File: src/rtl/exec_pkg.sv
`default_nettype none

package exec_pkg;

    typedef logic [31:0] word_t;
    typedef logic [5:0]  rob_tag_t; // physical destination register

    // integer ops, shifts take src1[4:0]
    typedef enum logic [3:0] {
        ADD  = 4'd0,
        SUB  = 4'd1,
        AND  = 4'd2,
        OR   = 4'd3,
        XOR  = 4'd4,
        SLT  = 4'd5,
        SLTU = 4'd6,
        SLL  = 4'd7,
        SRL  = 4'd8,
        SRA  = 4'd9
    } alu_op_e;

    typedef enum logic [1:0] {
        MUL   = 2'd0, // low word
        MULH  = 2'd1, // high word, signed x signed
        MULHU = 2'd2  // high word, unsigned x unsigned
    } mdu_op_e;

    typedef struct packed {
        alu_op_e  op;
        word_t    src0;
        word_t    src1;
        rob_tag_t tag;
    } alu_req_t;

    typedef struct packed {
        mdu_op_e  op;
        word_t    src0;
        word_t    src1;
        rob_tag_t tag;
    } mdu_req_t;

    typedef enum logic {
        FU_ALU = 1'b0,
        FU_MDU = 1'b1
    } fu_id_e;

    // one result broadcast
    typedef struct packed {
        rob_tag_t tag;
        word_t    data;
        fu_id_e   fu_id;
    } cdb_info_t;

endpackage

`default_nettype wire

File: src/rtl/alu_unit.sv
`default_nettype none

module alu_unit
    import exec_pkg::*;
#(
    parameter int FIFO_DEPTH = 4
) (
    input  wire            clk,
    input  wire            arst_n_i,
    input  wire            flush_i,
    input  wire            req_valid_i,
    input  wire alu_req_t  req_i,
    output logic           req_ready_o,
    output logic           res_valid_o,
    output cdb_info_t      res_o,
    input  wire            res_ready_i
);

    word_t      result;
    logic [4:0] shamt;
    cdb_info_t  res_pkt;

    assign shamt = req_i.src1[4:0];

    always_comb begin
        case (req_i.op)
            ADD:     result = req_i.src0 + req_i.src1;
            SUB:     result = req_i.src0 - req_i.src1;
            AND:     result = req_i.src0 & req_i.src1;
            OR:      result = req_i.src0 | req_i.src1;
            XOR:     result = req_i.src0 ^ req_i.src1;
            SLT:     result = {31'd0, $signed(req_i.src0) < $signed(req_i.src1)};
            SLTU:    result = {31'd0, req_i.src0 < req_i.src1};
            SLL:     result = req_i.src0 << shamt;
            SRL:     result = req_i.src0 >> shamt;
            SRA:     result = word_t'($signed(req_i.src0) >>> shamt);
            default: result = '0; // unused encodings
        endcase
    end

    always_comb begin
        res_pkt.tag   = req_i.tag;
        res_pkt.data  = result;
        res_pkt.fu_id = FU_ALU;
    end

    // result goes straight into the queue on the accepting edge
    result_fifo #(
        .DEPTH(FIFO_DEPTH)
    ) res_fifo_i (
        .clk        (clk),
        .arst_n_i   (arst_n_i),
        .flush_i    (flush_i),
        .in_valid_i (req_valid_i),
        .in_data_i  (res_pkt),
        .in_ready_o (req_ready_o),
        .out_valid_o(res_valid_o),
        .out_data_o (res_o),
        .out_ready_i(res_ready_i),
        .count_o    ()
    );

endmodule

`default_nettype wire

File: src/rtl/cdb_arbiter.sv
`default_nettype none

module cdb_arbiter
    import exec_pkg::*;
(
    input  wire             clk,
    input  wire             arst_n_i,
    input  wire             flush_i,
    input  wire             alu_valid_i,
    input  wire cdb_info_t  alu_res_i,
    output logic            alu_ready_o,
    input  wire             mdu_valid_i,
    input  wire cdb_info_t  mdu_res_i,
    output logic            mdu_ready_o,
    output logic            cdb_valid_o,
    output cdb_info_t       cdb_o
);

    logic      last_mdu;  // winner of the last contended cycle
    logic      contend;
    logic      gnt_alu;
    logic      gnt_mdu;
    logic      cdb_valid_q;
    cdb_info_t cdb_q;

    assign contend = alu_valid_i & mdu_valid_i;

    always_comb begin
        gnt_alu = alu_valid_i & (~mdu_valid_i | last_mdu);
        gnt_mdu = mdu_valid_i & (~alu_valid_i | ~last_mdu);
    end

    // grant doubles as the pop of the queue head
    assign alu_ready_o = gnt_alu;
    assign mdu_ready_o = gnt_mdu;

    always_ff @(posedge clk or negedge arst_n_i) begin
        if (!arst_n_i) begin
            last_mdu <= 1'b1; // alu first
        end else if (contend) begin
            last_mdu <= ~last_mdu; // a lone request leaves the order alone
        end
    end

    always_ff @(posedge clk or negedge arst_n_i) begin
        if (!arst_n_i) begin
            cdb_valid_q <= 1'b0;
        end else if (flush_i) begin
            cdb_valid_q <= 1'b0;
        end else begin
            cdb_valid_q <= gnt_alu | gnt_mdu;
        end
    end

    always_ff @(posedge clk) begin
        if (gnt_alu | gnt_mdu) begin
            cdb_q <= gnt_mdu ? mdu_res_i : alu_res_i;
        end
    end

    assign cdb_valid_o = cdb_valid_q;
    assign cdb_o       = cdb_q;

    assert property (@(posedge clk) disable iff (!arst_n_i)
        $onehot0({alu_ready_o, mdu_ready_o}))
        else $error("cdb_arbiter: both sources granted");

endmodule

`default_nettype wire

File: src/rtl/exec_cluster.sv
`default_nettype none

module exec_cluster
    import exec_pkg::*;
#(
    parameter int ALU_FIFO_DEPTH = 4,
    parameter int MDU_FIFO_DEPTH = 4,
    parameter int MUL_STAGES     = 3
) (
    input  wire            clk,
    input  wire            arst_n_i,
    input  wire            flush_i,
    input  wire            alu_req_valid_i,
    input  wire alu_req_t  alu_req_i,
    output logic           alu_req_ready_o,
    input  wire            mdu_req_valid_i,
    input  wire mdu_req_t  mdu_req_i,
    output logic           mdu_req_ready_o,
    output logic           cdb_valid_o,
    output cdb_info_t      cdb_o
);

    logic      alu_res_valid;
    cdb_info_t alu_res;
    logic      alu_res_ready;
    logic      mdu_res_valid;
    cdb_info_t mdu_res;
    logic      mdu_res_ready;

    alu_unit #(
        .FIFO_DEPTH(ALU_FIFO_DEPTH)
    ) alu_unit_i (
        .clk        (clk),
        .arst_n_i   (arst_n_i),
        .flush_i    (flush_i),
        .req_valid_i(alu_req_valid_i),
        .req_i      (alu_req_i),
        .req_ready_o(alu_req_ready_o),
        .res_valid_o(alu_res_valid),
        .res_o      (alu_res),
        .res_ready_i(alu_res_ready)
    );

    mdu_unit #(
        .FIFO_DEPTH(MDU_FIFO_DEPTH),
        .MUL_STAGES(MUL_STAGES)
    ) mdu_unit_i (
        .clk        (clk),
        .arst_n_i   (arst_n_i),
        .flush_i    (flush_i),
        .req_valid_i(mdu_req_valid_i),
        .req_i      (mdu_req_i),
        .req_ready_o(mdu_req_ready_o),
        .res_valid_o(mdu_res_valid),
        .res_o      (mdu_res),
        .res_ready_i(mdu_res_ready)
    );

    // single-lane broadcast, no back-pressure from the bus
    cdb_arbiter cdb_arbiter_i (
        .clk        (clk),
        .arst_n_i   (arst_n_i),
        .flush_i    (flush_i),
        .alu_valid_i(alu_res_valid),
        .alu_res_i  (alu_res),
        .alu_ready_o(alu_res_ready),
        .mdu_valid_i(mdu_res_valid),
        .mdu_res_i  (mdu_res),
        .mdu_ready_o(mdu_res_ready),
        .cdb_valid_o(cdb_valid_o),
        .cdb_o      (cdb_o)
    );

endmodule

`default_nettype wire

File: src/rtl/mdu_unit.sv
`default_nettype none

module mdu_unit
    import exec_pkg::*;
#(
    parameter int FIFO_DEPTH = 4,
    parameter int MUL_STAGES = 3
) (
    input  wire            clk,
    input  wire            arst_n_i,
    input  wire            flush_i,
    input  wire            req_valid_i,
    input  wire mdu_req_t  req_i,
    output logic           req_ready_o,
    output logic           res_valid_o,
    output cdb_info_t      res_o,
    input  wire            res_ready_i
);

    localparam int IFL_W  = $clog2(MUL_STAGES + 1);
    localparam int CNT_W  = $clog2(FIFO_DEPTH + 1);
    localparam int CRED_W = $clog2(FIFO_DEPTH + MUL_STAGES + 1);

    typedef struct packed {
        logic        hi;   // take upper word
        rob_tag_t    tag;
        logic [63:0] prod;
    } mul_pay_t;

    logic signed [63:0]    op_a;
    logic signed [63:0]    op_b;
    logic                  sext;
    mul_pay_t              in_pay;
    logic                  accept;
    logic [MUL_STAGES-1:0] stg_valid;
    mul_pay_t              stg_pay [MUL_STAGES];
    logic [IFL_W-1:0]      inflight;
    logic [CNT_W-1:0]      fifo_count;
    logic [CRED_W-1:0]     credit;
    logic                  fifo_in_ready;
    cdb_info_t             out_pkt;

    assign accept = req_valid_i & req_ready_o;

    // only MULH needs signed operands since the MUL low word is the same either way
    assign sext = (req_i.op == MULH);

    always_comb begin
        op_a        = {{32{sext & req_i.src0[31]}}, req_i.src0};
        op_b        = {{32{sext & req_i.src1[31]}}, req_i.src1};
        in_pay.hi   = (req_i.op != MUL);
        in_pay.tag  = req_i.tag;
        in_pay.prod = op_a * op_b;
    end

    always_ff @(posedge clk or negedge arst_n_i) begin
        if (!arst_n_i) begin
            stg_valid <= '0;
        end else if (flush_i) begin
            stg_valid <= '0;
        end else begin
            stg_valid <= {stg_valid[MUL_STAGES-2:0], accept};
        end
    end

    always_ff @(posedge clk) begin
        stg_pay[0] <= in_pay;
        for (int i = 1; i < MUL_STAGES; i++) begin
            stg_pay[i] <= stg_pay[i-1];
        end
    end

    // items still inside the multiplier
    always_ff @(posedge clk or negedge arst_n_i) begin
        if (!arst_n_i) begin
            inflight <= '0;
        end else if (flush_i) begin
            inflight <= '0;
        end else begin
            inflight <= inflight + IFL_W'(accept) - IFL_W'(stg_valid[MUL_STAGES-1]);
        end
    end

    // a slot is reserved in the queue before issue, so the pipe never stalls
    assign credit      = CRED_W'(fifo_count) + CRED_W'(inflight);
    assign req_ready_o = (credit < CRED_W'(FIFO_DEPTH));

    always_comb begin
        out_pkt.tag   = stg_pay[MUL_STAGES-1].tag;
        out_pkt.data  = stg_pay[MUL_STAGES-1].hi ? stg_pay[MUL_STAGES-1].prod[63:32]
                                                 : stg_pay[MUL_STAGES-1].prod[31:0];
        out_pkt.fu_id = FU_MDU;
    end

    // enters the queue MUL_STAGES edges after acceptance
    result_fifo #(
        .DEPTH(FIFO_DEPTH)
    ) res_fifo_i (
        .clk        (clk),
        .arst_n_i   (arst_n_i),
        .flush_i    (flush_i),
        .in_valid_i (stg_valid[MUL_STAGES-1]),
        .in_data_i  (out_pkt),
        .in_ready_o (fifo_in_ready),
        .out_valid_o(res_valid_o),
        .out_data_o (res_o),
        .out_ready_i(res_ready_i),
        .count_o    (fifo_count)
    );

    assert property (@(posedge clk) disable iff (!arst_n_i)
        credit <= CRED_W'(FIFO_DEPTH) && !(stg_valid[MUL_STAGES-1] && inflight == '0))
        else $error("mdu_unit: credit count out of range");

    // the reserved slot must really be free when the product lands
    assert property (@(posedge clk) disable iff (!arst_n_i)
        stg_valid[MUL_STAGES-1] |-> fifo_in_ready)
        else $error("mdu_unit: product dropped at full queue");

endmodule

`default_nettype wire

File: src/rtl/result_fifo.sv
`default_nettype none

module result_fifo
    import exec_pkg::*;
#(
    parameter int DEPTH = 4
) (
    input  wire                           clk,
    input  wire                           arst_n_i,
    input  wire                           flush_i,
    input  wire                           in_valid_i,
    input  wire cdb_info_t                in_data_i,
    output logic                          in_ready_o,
    output logic                          out_valid_o,
    output cdb_info_t                     out_data_o,
    input  wire                           out_ready_i,
    output logic [$clog2(DEPTH+1)-1:0]    count_o
);

    localparam int PTR_W = $clog2(DEPTH);
    localparam int CNT_W = $clog2(DEPTH + 1);

    cdb_info_t        mem [DEPTH];
    logic [PTR_W-1:0] rd_ptr;
    logic [PTR_W-1:0] wr_ptr;
    logic [CNT_W-1:0] count;
    logic             full;
    logic             empty;
    logic             push;
    logic             pop;

    function automatic logic [PTR_W-1:0] next_ptr(input logic [PTR_W-1:0] ptr);
        return (ptr == PTR_W'(DEPTH - 1)) ? '0 : ptr + PTR_W'(1);
    endfunction

    assign full  = (count == CNT_W'(DEPTH));
    assign empty = (count == '0);

    // a full buffer still takes an entry when the head leaves in the same cycle
    assign in_ready_o  = ~full | out_ready_i;
    assign out_valid_o = ~empty;
    assign out_data_o  = mem[rd_ptr];
    assign count_o     = count;

    assign push = in_valid_i & in_ready_o;
    assign pop  = out_valid_o & out_ready_i;

    always_ff @(posedge clk or negedge arst_n_i) begin
        if (!arst_n_i) begin
            rd_ptr <= '0;
            wr_ptr <= '0;
            count  <= '0;
        end else if (flush_i) begin // drops everything, incl. this cycle's push
            rd_ptr <= '0;
            wr_ptr <= '0;
            count  <= '0;
        end else begin
            if (push) wr_ptr <= next_ptr(wr_ptr);
            if (pop) rd_ptr <= next_ptr(rd_ptr);
            case ({push, pop})
                2'b10:   count <= count + CNT_W'(1);
                2'b01:   count <= count - CNT_W'(1);
                default: count <= count;
            endcase
        end
    end

    always_ff @(posedge clk) begin
        if (push) mem[wr_ptr] <= in_data_i;
    end

    // consumer must only pull from a non-empty queue
    assert property (@(posedge clk) disable iff (!arst_n_i) out_ready_i |-> !empty)
        else $error("result_fifo: pop from empty buffer");

endmodule

`default_nettype wire

File: config.mk
export PLATFORM = sky130hd
export DESIGN_NAME = exec_cluster
export DESIGN_NICKNAME = d
export VERILOG_FILES = /design/src/rtl/exec_pkg.sv /design/src/rtl/alu_unit.sv /design/src/rtl/cdb_arbiter.sv /design/src/rtl/exec_cluster.sv /design/src/rtl/mdu_unit.sv /design/src/rtl/result_fifo.sv
export SDC_FILE = /design/constraint.sdc
export NUM_CORES = 2
export LEC_CHECK = 0
export ABC_AREA = 1
export BUFFER_PORTS_ARGS = -buffer_cell sky130_fd_sc_hd__buf_2
export CAP_MARGIN = 30
export CELL_PAD_IN_SITES_DETAIL_PLACEMENT = 1
export CELL_PAD_IN_SITES_GLOBAL_PLACEMENT = 2
export CORE_ASPECT_RATIO = 0.7
export CORE_MARGIN = 8
export CORE_UTILIZATION = 44
export CTS_BUF_LIST = sky130_fd_sc_hd__clkbuf_4
export DETAILED_ROUTE_END_ITERATION = 10
export PLACE_DENSITY_LB_ADDON = 0.3
export SYNTH_ARGS = -nofsm -noshare
export SYNTH_HDL_FRONTEND = slang
export SYNTH_SLANG_ARGS = --single-unit
File: constraint.sdc
create_clock -name clk -period 6.6 [get_ports clk]
set_input_delay 1.98 -clock clk [delete_from_list [all_inputs] [get_ports clk]]
set_output_delay 1.98 -clock clk [all_outputs]
set_load 0.01 [all_outputs]
==> results.toml <==
[run_status]
status = "finished with violations"
failed_checks = "setup timing"

[setup_path]
cp_data_arrival_time_ns = 8.69
worstSetupStartpointType = "primary input"
slowest_delay_ns = 0.63
crit_type = "primary input to flop"
critPathMaxFanout = 8
crit_path_end_kind = "flop"
cp_slowest_cell = "fa_2"
crit_required_ns = 7.32

[detailed_routing]
viasPerCell = 5.35
antenna_left = 0
drtIter0Drc = 4473
post-route-drc-count = 0
wl_per_cell_um = 24.7
wirelength_um = 277000
first_pass_iters = 5
num_vias = 60064

[clocking]
clkSinkCount = 577
ctsRootBufferMaster = "clkbuf_4"
cts_tree = "yes"
htreeDepth = 4
ctsHoldBuffers = 0
cts_buffers = 137
clk_pin_slew_worst_paths_ns = 0.07
clock_latency_ns = 0.94
clockBufferDepth = 3

[floorplanning]
die_w_um = 486
start_util = 0.441
core.rowCount = 121
coreArea_sq_um = 155000
io-pin-count = 193
dieHeight_um = 345
die_area_sq_um = 168000

[placed_design]
hpwlAfterDp_um = 216000
place_congestion = 0.954
io_buffers = 192

[synthesis]
async_reset_ff_frac = 0.0364
synthTopCellsByArea = "fa_1 (33%), edfxtp_1 (15%), nand2_1 (11%)"
synth-seq-cells = 577
synth_compound_area_frac = 0.0593
synth_top_family_by_area = "adder cells"
yosysTopAreaCell = "fa_1"
synth_fp_nets = 9850
syn_avg_cell_area_sq_um = 8.27
synthXorXnorAreaFrac = 0.00796
ys_seq_area_frac = 0.221
synth.distinct_cells = 59
syn_inst = 8248
syn_area_sq_um = 68200
synth-edff-count = 343
synthMuxAreaShare = 0.00602
yosys_warnings = 0
synth.top_cell.area_share = 0.332
synth_ff_type = "edfxtp_1"
synth-simple-area-share = 0.188
synthAdderAreaFrac = 0.391

[timing]
fin_skew_ns = 0.109
final-setup-viol-count = 54
fmax_mhz = 125
hold_viol = 0
maxSlewViolCount = 0
layout_min_cycle_time_ns = 7.97
worstMarginPinSlew_ns = 1.08
slew_headroom = 0.276
finalCritPeriodShare = 1.21
timing.final.ws_setup_ns = -1.37
rsz0062_at_grt = "true"
fin_tns_setup_ns = -51.79

[job]
drv_cap = 0

[final_layout]
syn_to_final_growth_pct = 25.0
num-nets-final = 10615
drive_gt1_frac = 0.244
fillers = 18074

[grt]
grt_max_degree = 79
grt_overflow_total = 0
track_usage = 0.313
grt_pass1_vias = 64975
antenna_found_initial = 15
grt_pass1_wl_um = 407000

[hold_path]
min_path_type = "flop to flop"
==> cell usage after synthesis (all sizes together) (5+ instances only) <==
library cell,instances
buf,101
nand2,1931
xnor2,11
inv,1869
o211ai,34
dfxtp,213
mux2,32
xor2,51
o21bai,18
and2,9
o32ai,38
nand4,51
clkbuf,287
fa,1129
dfrtp,20
a21oi,205
o22ai,14
nor4,6
a31oi,42
o21a,11
a221oi,6
nand3,417
a211oi,5
nor3,46
nor2,676
a21o,8
a21boi,7
ha,322
o21ai,301
mux2i,5
edfxtp,343
nand3b,11
or2,13
o221ai,8
==> placed cells by master (no fill, tap or decap), types with 13 or more instances in the layout <==
cell type / Yosys / routed
o21ai_1: 24 / 31
nand4_1: 51 / 51
buf_4: 9 / 581
dfxtp_1: 213 / 213
ha_4: 0 / 70
nand3_2: 2 / 20
inv_1: 1851 / 1657
mux2_2: 32 / 32
xor2_1: 51 / 33
nand2_8: 0 / 13
nor2_1: 666 / 531
o21ai_0: 274 / 232
fa_1: 1129 / 1037
nand3_1: 415 / 390
fa_2: 0 / 92
o32ai_1: 38 / 38
o211ai_1: 34 / 34
clkbuf_4: 0 / 206
nand2_1: 1917 / 1727
nand2_4: 0 / 97
nor2_2: 9 / 48
clkinv_1: 0 / 21
buf_12: 0 / 102
nand2_2: 14 / 96
a31oi_1: 41 / 39
o22ai_1: 14 / 14
nor3_1: 39 / 29
edfxtp_1: 343 / 343
dfrtp_1: 20 / 17
buf_8: 1 / 26
a21oi_2: 4 / 38
buf_6: 7 / 139
inv_2: 18 / 197
a21oi_4: 0 / 43
a21oi_1: 201 / 124
buf_2: 65 / 152
o21ai_2: 3 / 27
nor2_4: 1 / 97
ha_1: 322 / 249
==> timing repair <==
item                       in CTS  in global routing
setup buffers                 118                 67
pin swaps                     426                279
resized for setup             779                380
gates cloned                   12                  1
setup endpoints to repair      53                 54
==> through the flow <==
step	setup slack [ns]	hold slack (ns)	instance area, sq um	std cells	utilization
final	-1.37	0.290	85200	11223	0.551
after global routing	-1.44	0.275	85200	11219	0.551
after detailed placement	-2.49	0.313	77400	10788	0.500
after floorplan	-1.58	0.310	70500	8248	-
after CTS	-1.13	0.278	83300	11157	0.539
after global placement	-2.31	0.311	77400	10786	0.500
==> sequential cells by signal (all words and copies together) (netlist names), 2 cells and up <==
signal,flops
mdu_unit_i.res_fifo_i.mem,152
mdu_unit_i.stg_pay,213
mdu_unit_i.res_fifo_i.count_o,3
alu_unit_i.res_fifo_i.mem,152
mdu_unit_i.res_fifo_i.rd_ptr,2
mdu_unit_i.inflight,2
alu_unit_i.res_fifo_i.rd_ptr,2
alu_unit_i.res_fifo_i.count_o,3
mdu_unit_i.stg_valid,3
alu_unit_i.res_fifo_i.wr_ptr,2
cdb_arbiter_i.cdb_o,39
mdu_unit_i.res_fifo_i.wr_ptr,2
==> kinds of logic (layout without fill, tap and decap cells) <==
kind of cell / count (synthesis) / in the layout
and+or+nand+nor: 3162 / 3164
buffers and inverters: 2257 / 3130
adders and majority gates: 1451 / 1451
AOI/OAI and AO/OA: 702 / 702
DFF: 577 / 577
xor gates and xnor gates: 62 / 62
muxes: 37 / 37
other: 0 / 9
==> worst max-delay path: cells and delay by family <==
family                     cells  cell delay, ns
AOI/OAI and AO/OA              2            0.27
buffers and inverters         10            1.11
and+or+nand+nor                8            0.81
adders and majority gates      9            4.47
==> worst paths after layout <==
kind / slack (ns) / startpoint / end / depth (start not counted)
max in group asynchronous: 5.18 / arst_n_i / alu_unit_i.res_fifo_i.rd_ptr[1] / 1
min: 0.29 / mdu_unit_i.stg_pay[0][91] / mdu_unit_i.stg_pay[0][162] / 0
min reg2reg: 0.29 / mdu_unit_i.stg_pay[0][91] / mdu_unit_i.stg_pay[0][162] / 0
min in group asynchronous: 1.05 / arst_n_i / alu_unit_i.res_fifo_i.count_o[2] / 1
max: -1.37 / mdu_req_i[69] / mdu_unit_i.stg_pay[0][51] / 29
max reg2reg: 3.48 / alu_unit_i.res_fifo_i.rd_ptr[0] / cdb_arbiter_i.cdb_o[11] / 6
==> final cells by class <==
class / instances / area (sq um) / share of cell area
multi-input combinational: 5416 / 49100 / 0.576
timing repair buffer: 1011 / 9420 / 0.111
sequential: 577 / 15100 / 0.177
timing repair inverter: 1 / 8.76 / 0.000103
inverter: 1869 / 7090 / 0.0832
clock buffer: 205 / 1540 / 0.0181
clock inverter: 44 / 370 / 0.00434
antenna: 9 / 22.5 / 0.000264
tap: 2091 / 2620 / 0.0307
==> per-layer routing <==
| metal | global-route usage | share of wire |
|---|---|---|
| met5 | 0 | 0.00012 |
| met4 | 0.0727 | 0.032 |
| met3 | 0.0427 | 0.063 |
| met2 | 0.520 | 0.47 |
| met1 | 0.437 | 0.43 |
Power is left out: the tool's default activity adds up to more than one toggle a clock period on the data nets, which glitch-free logic cannot reach.
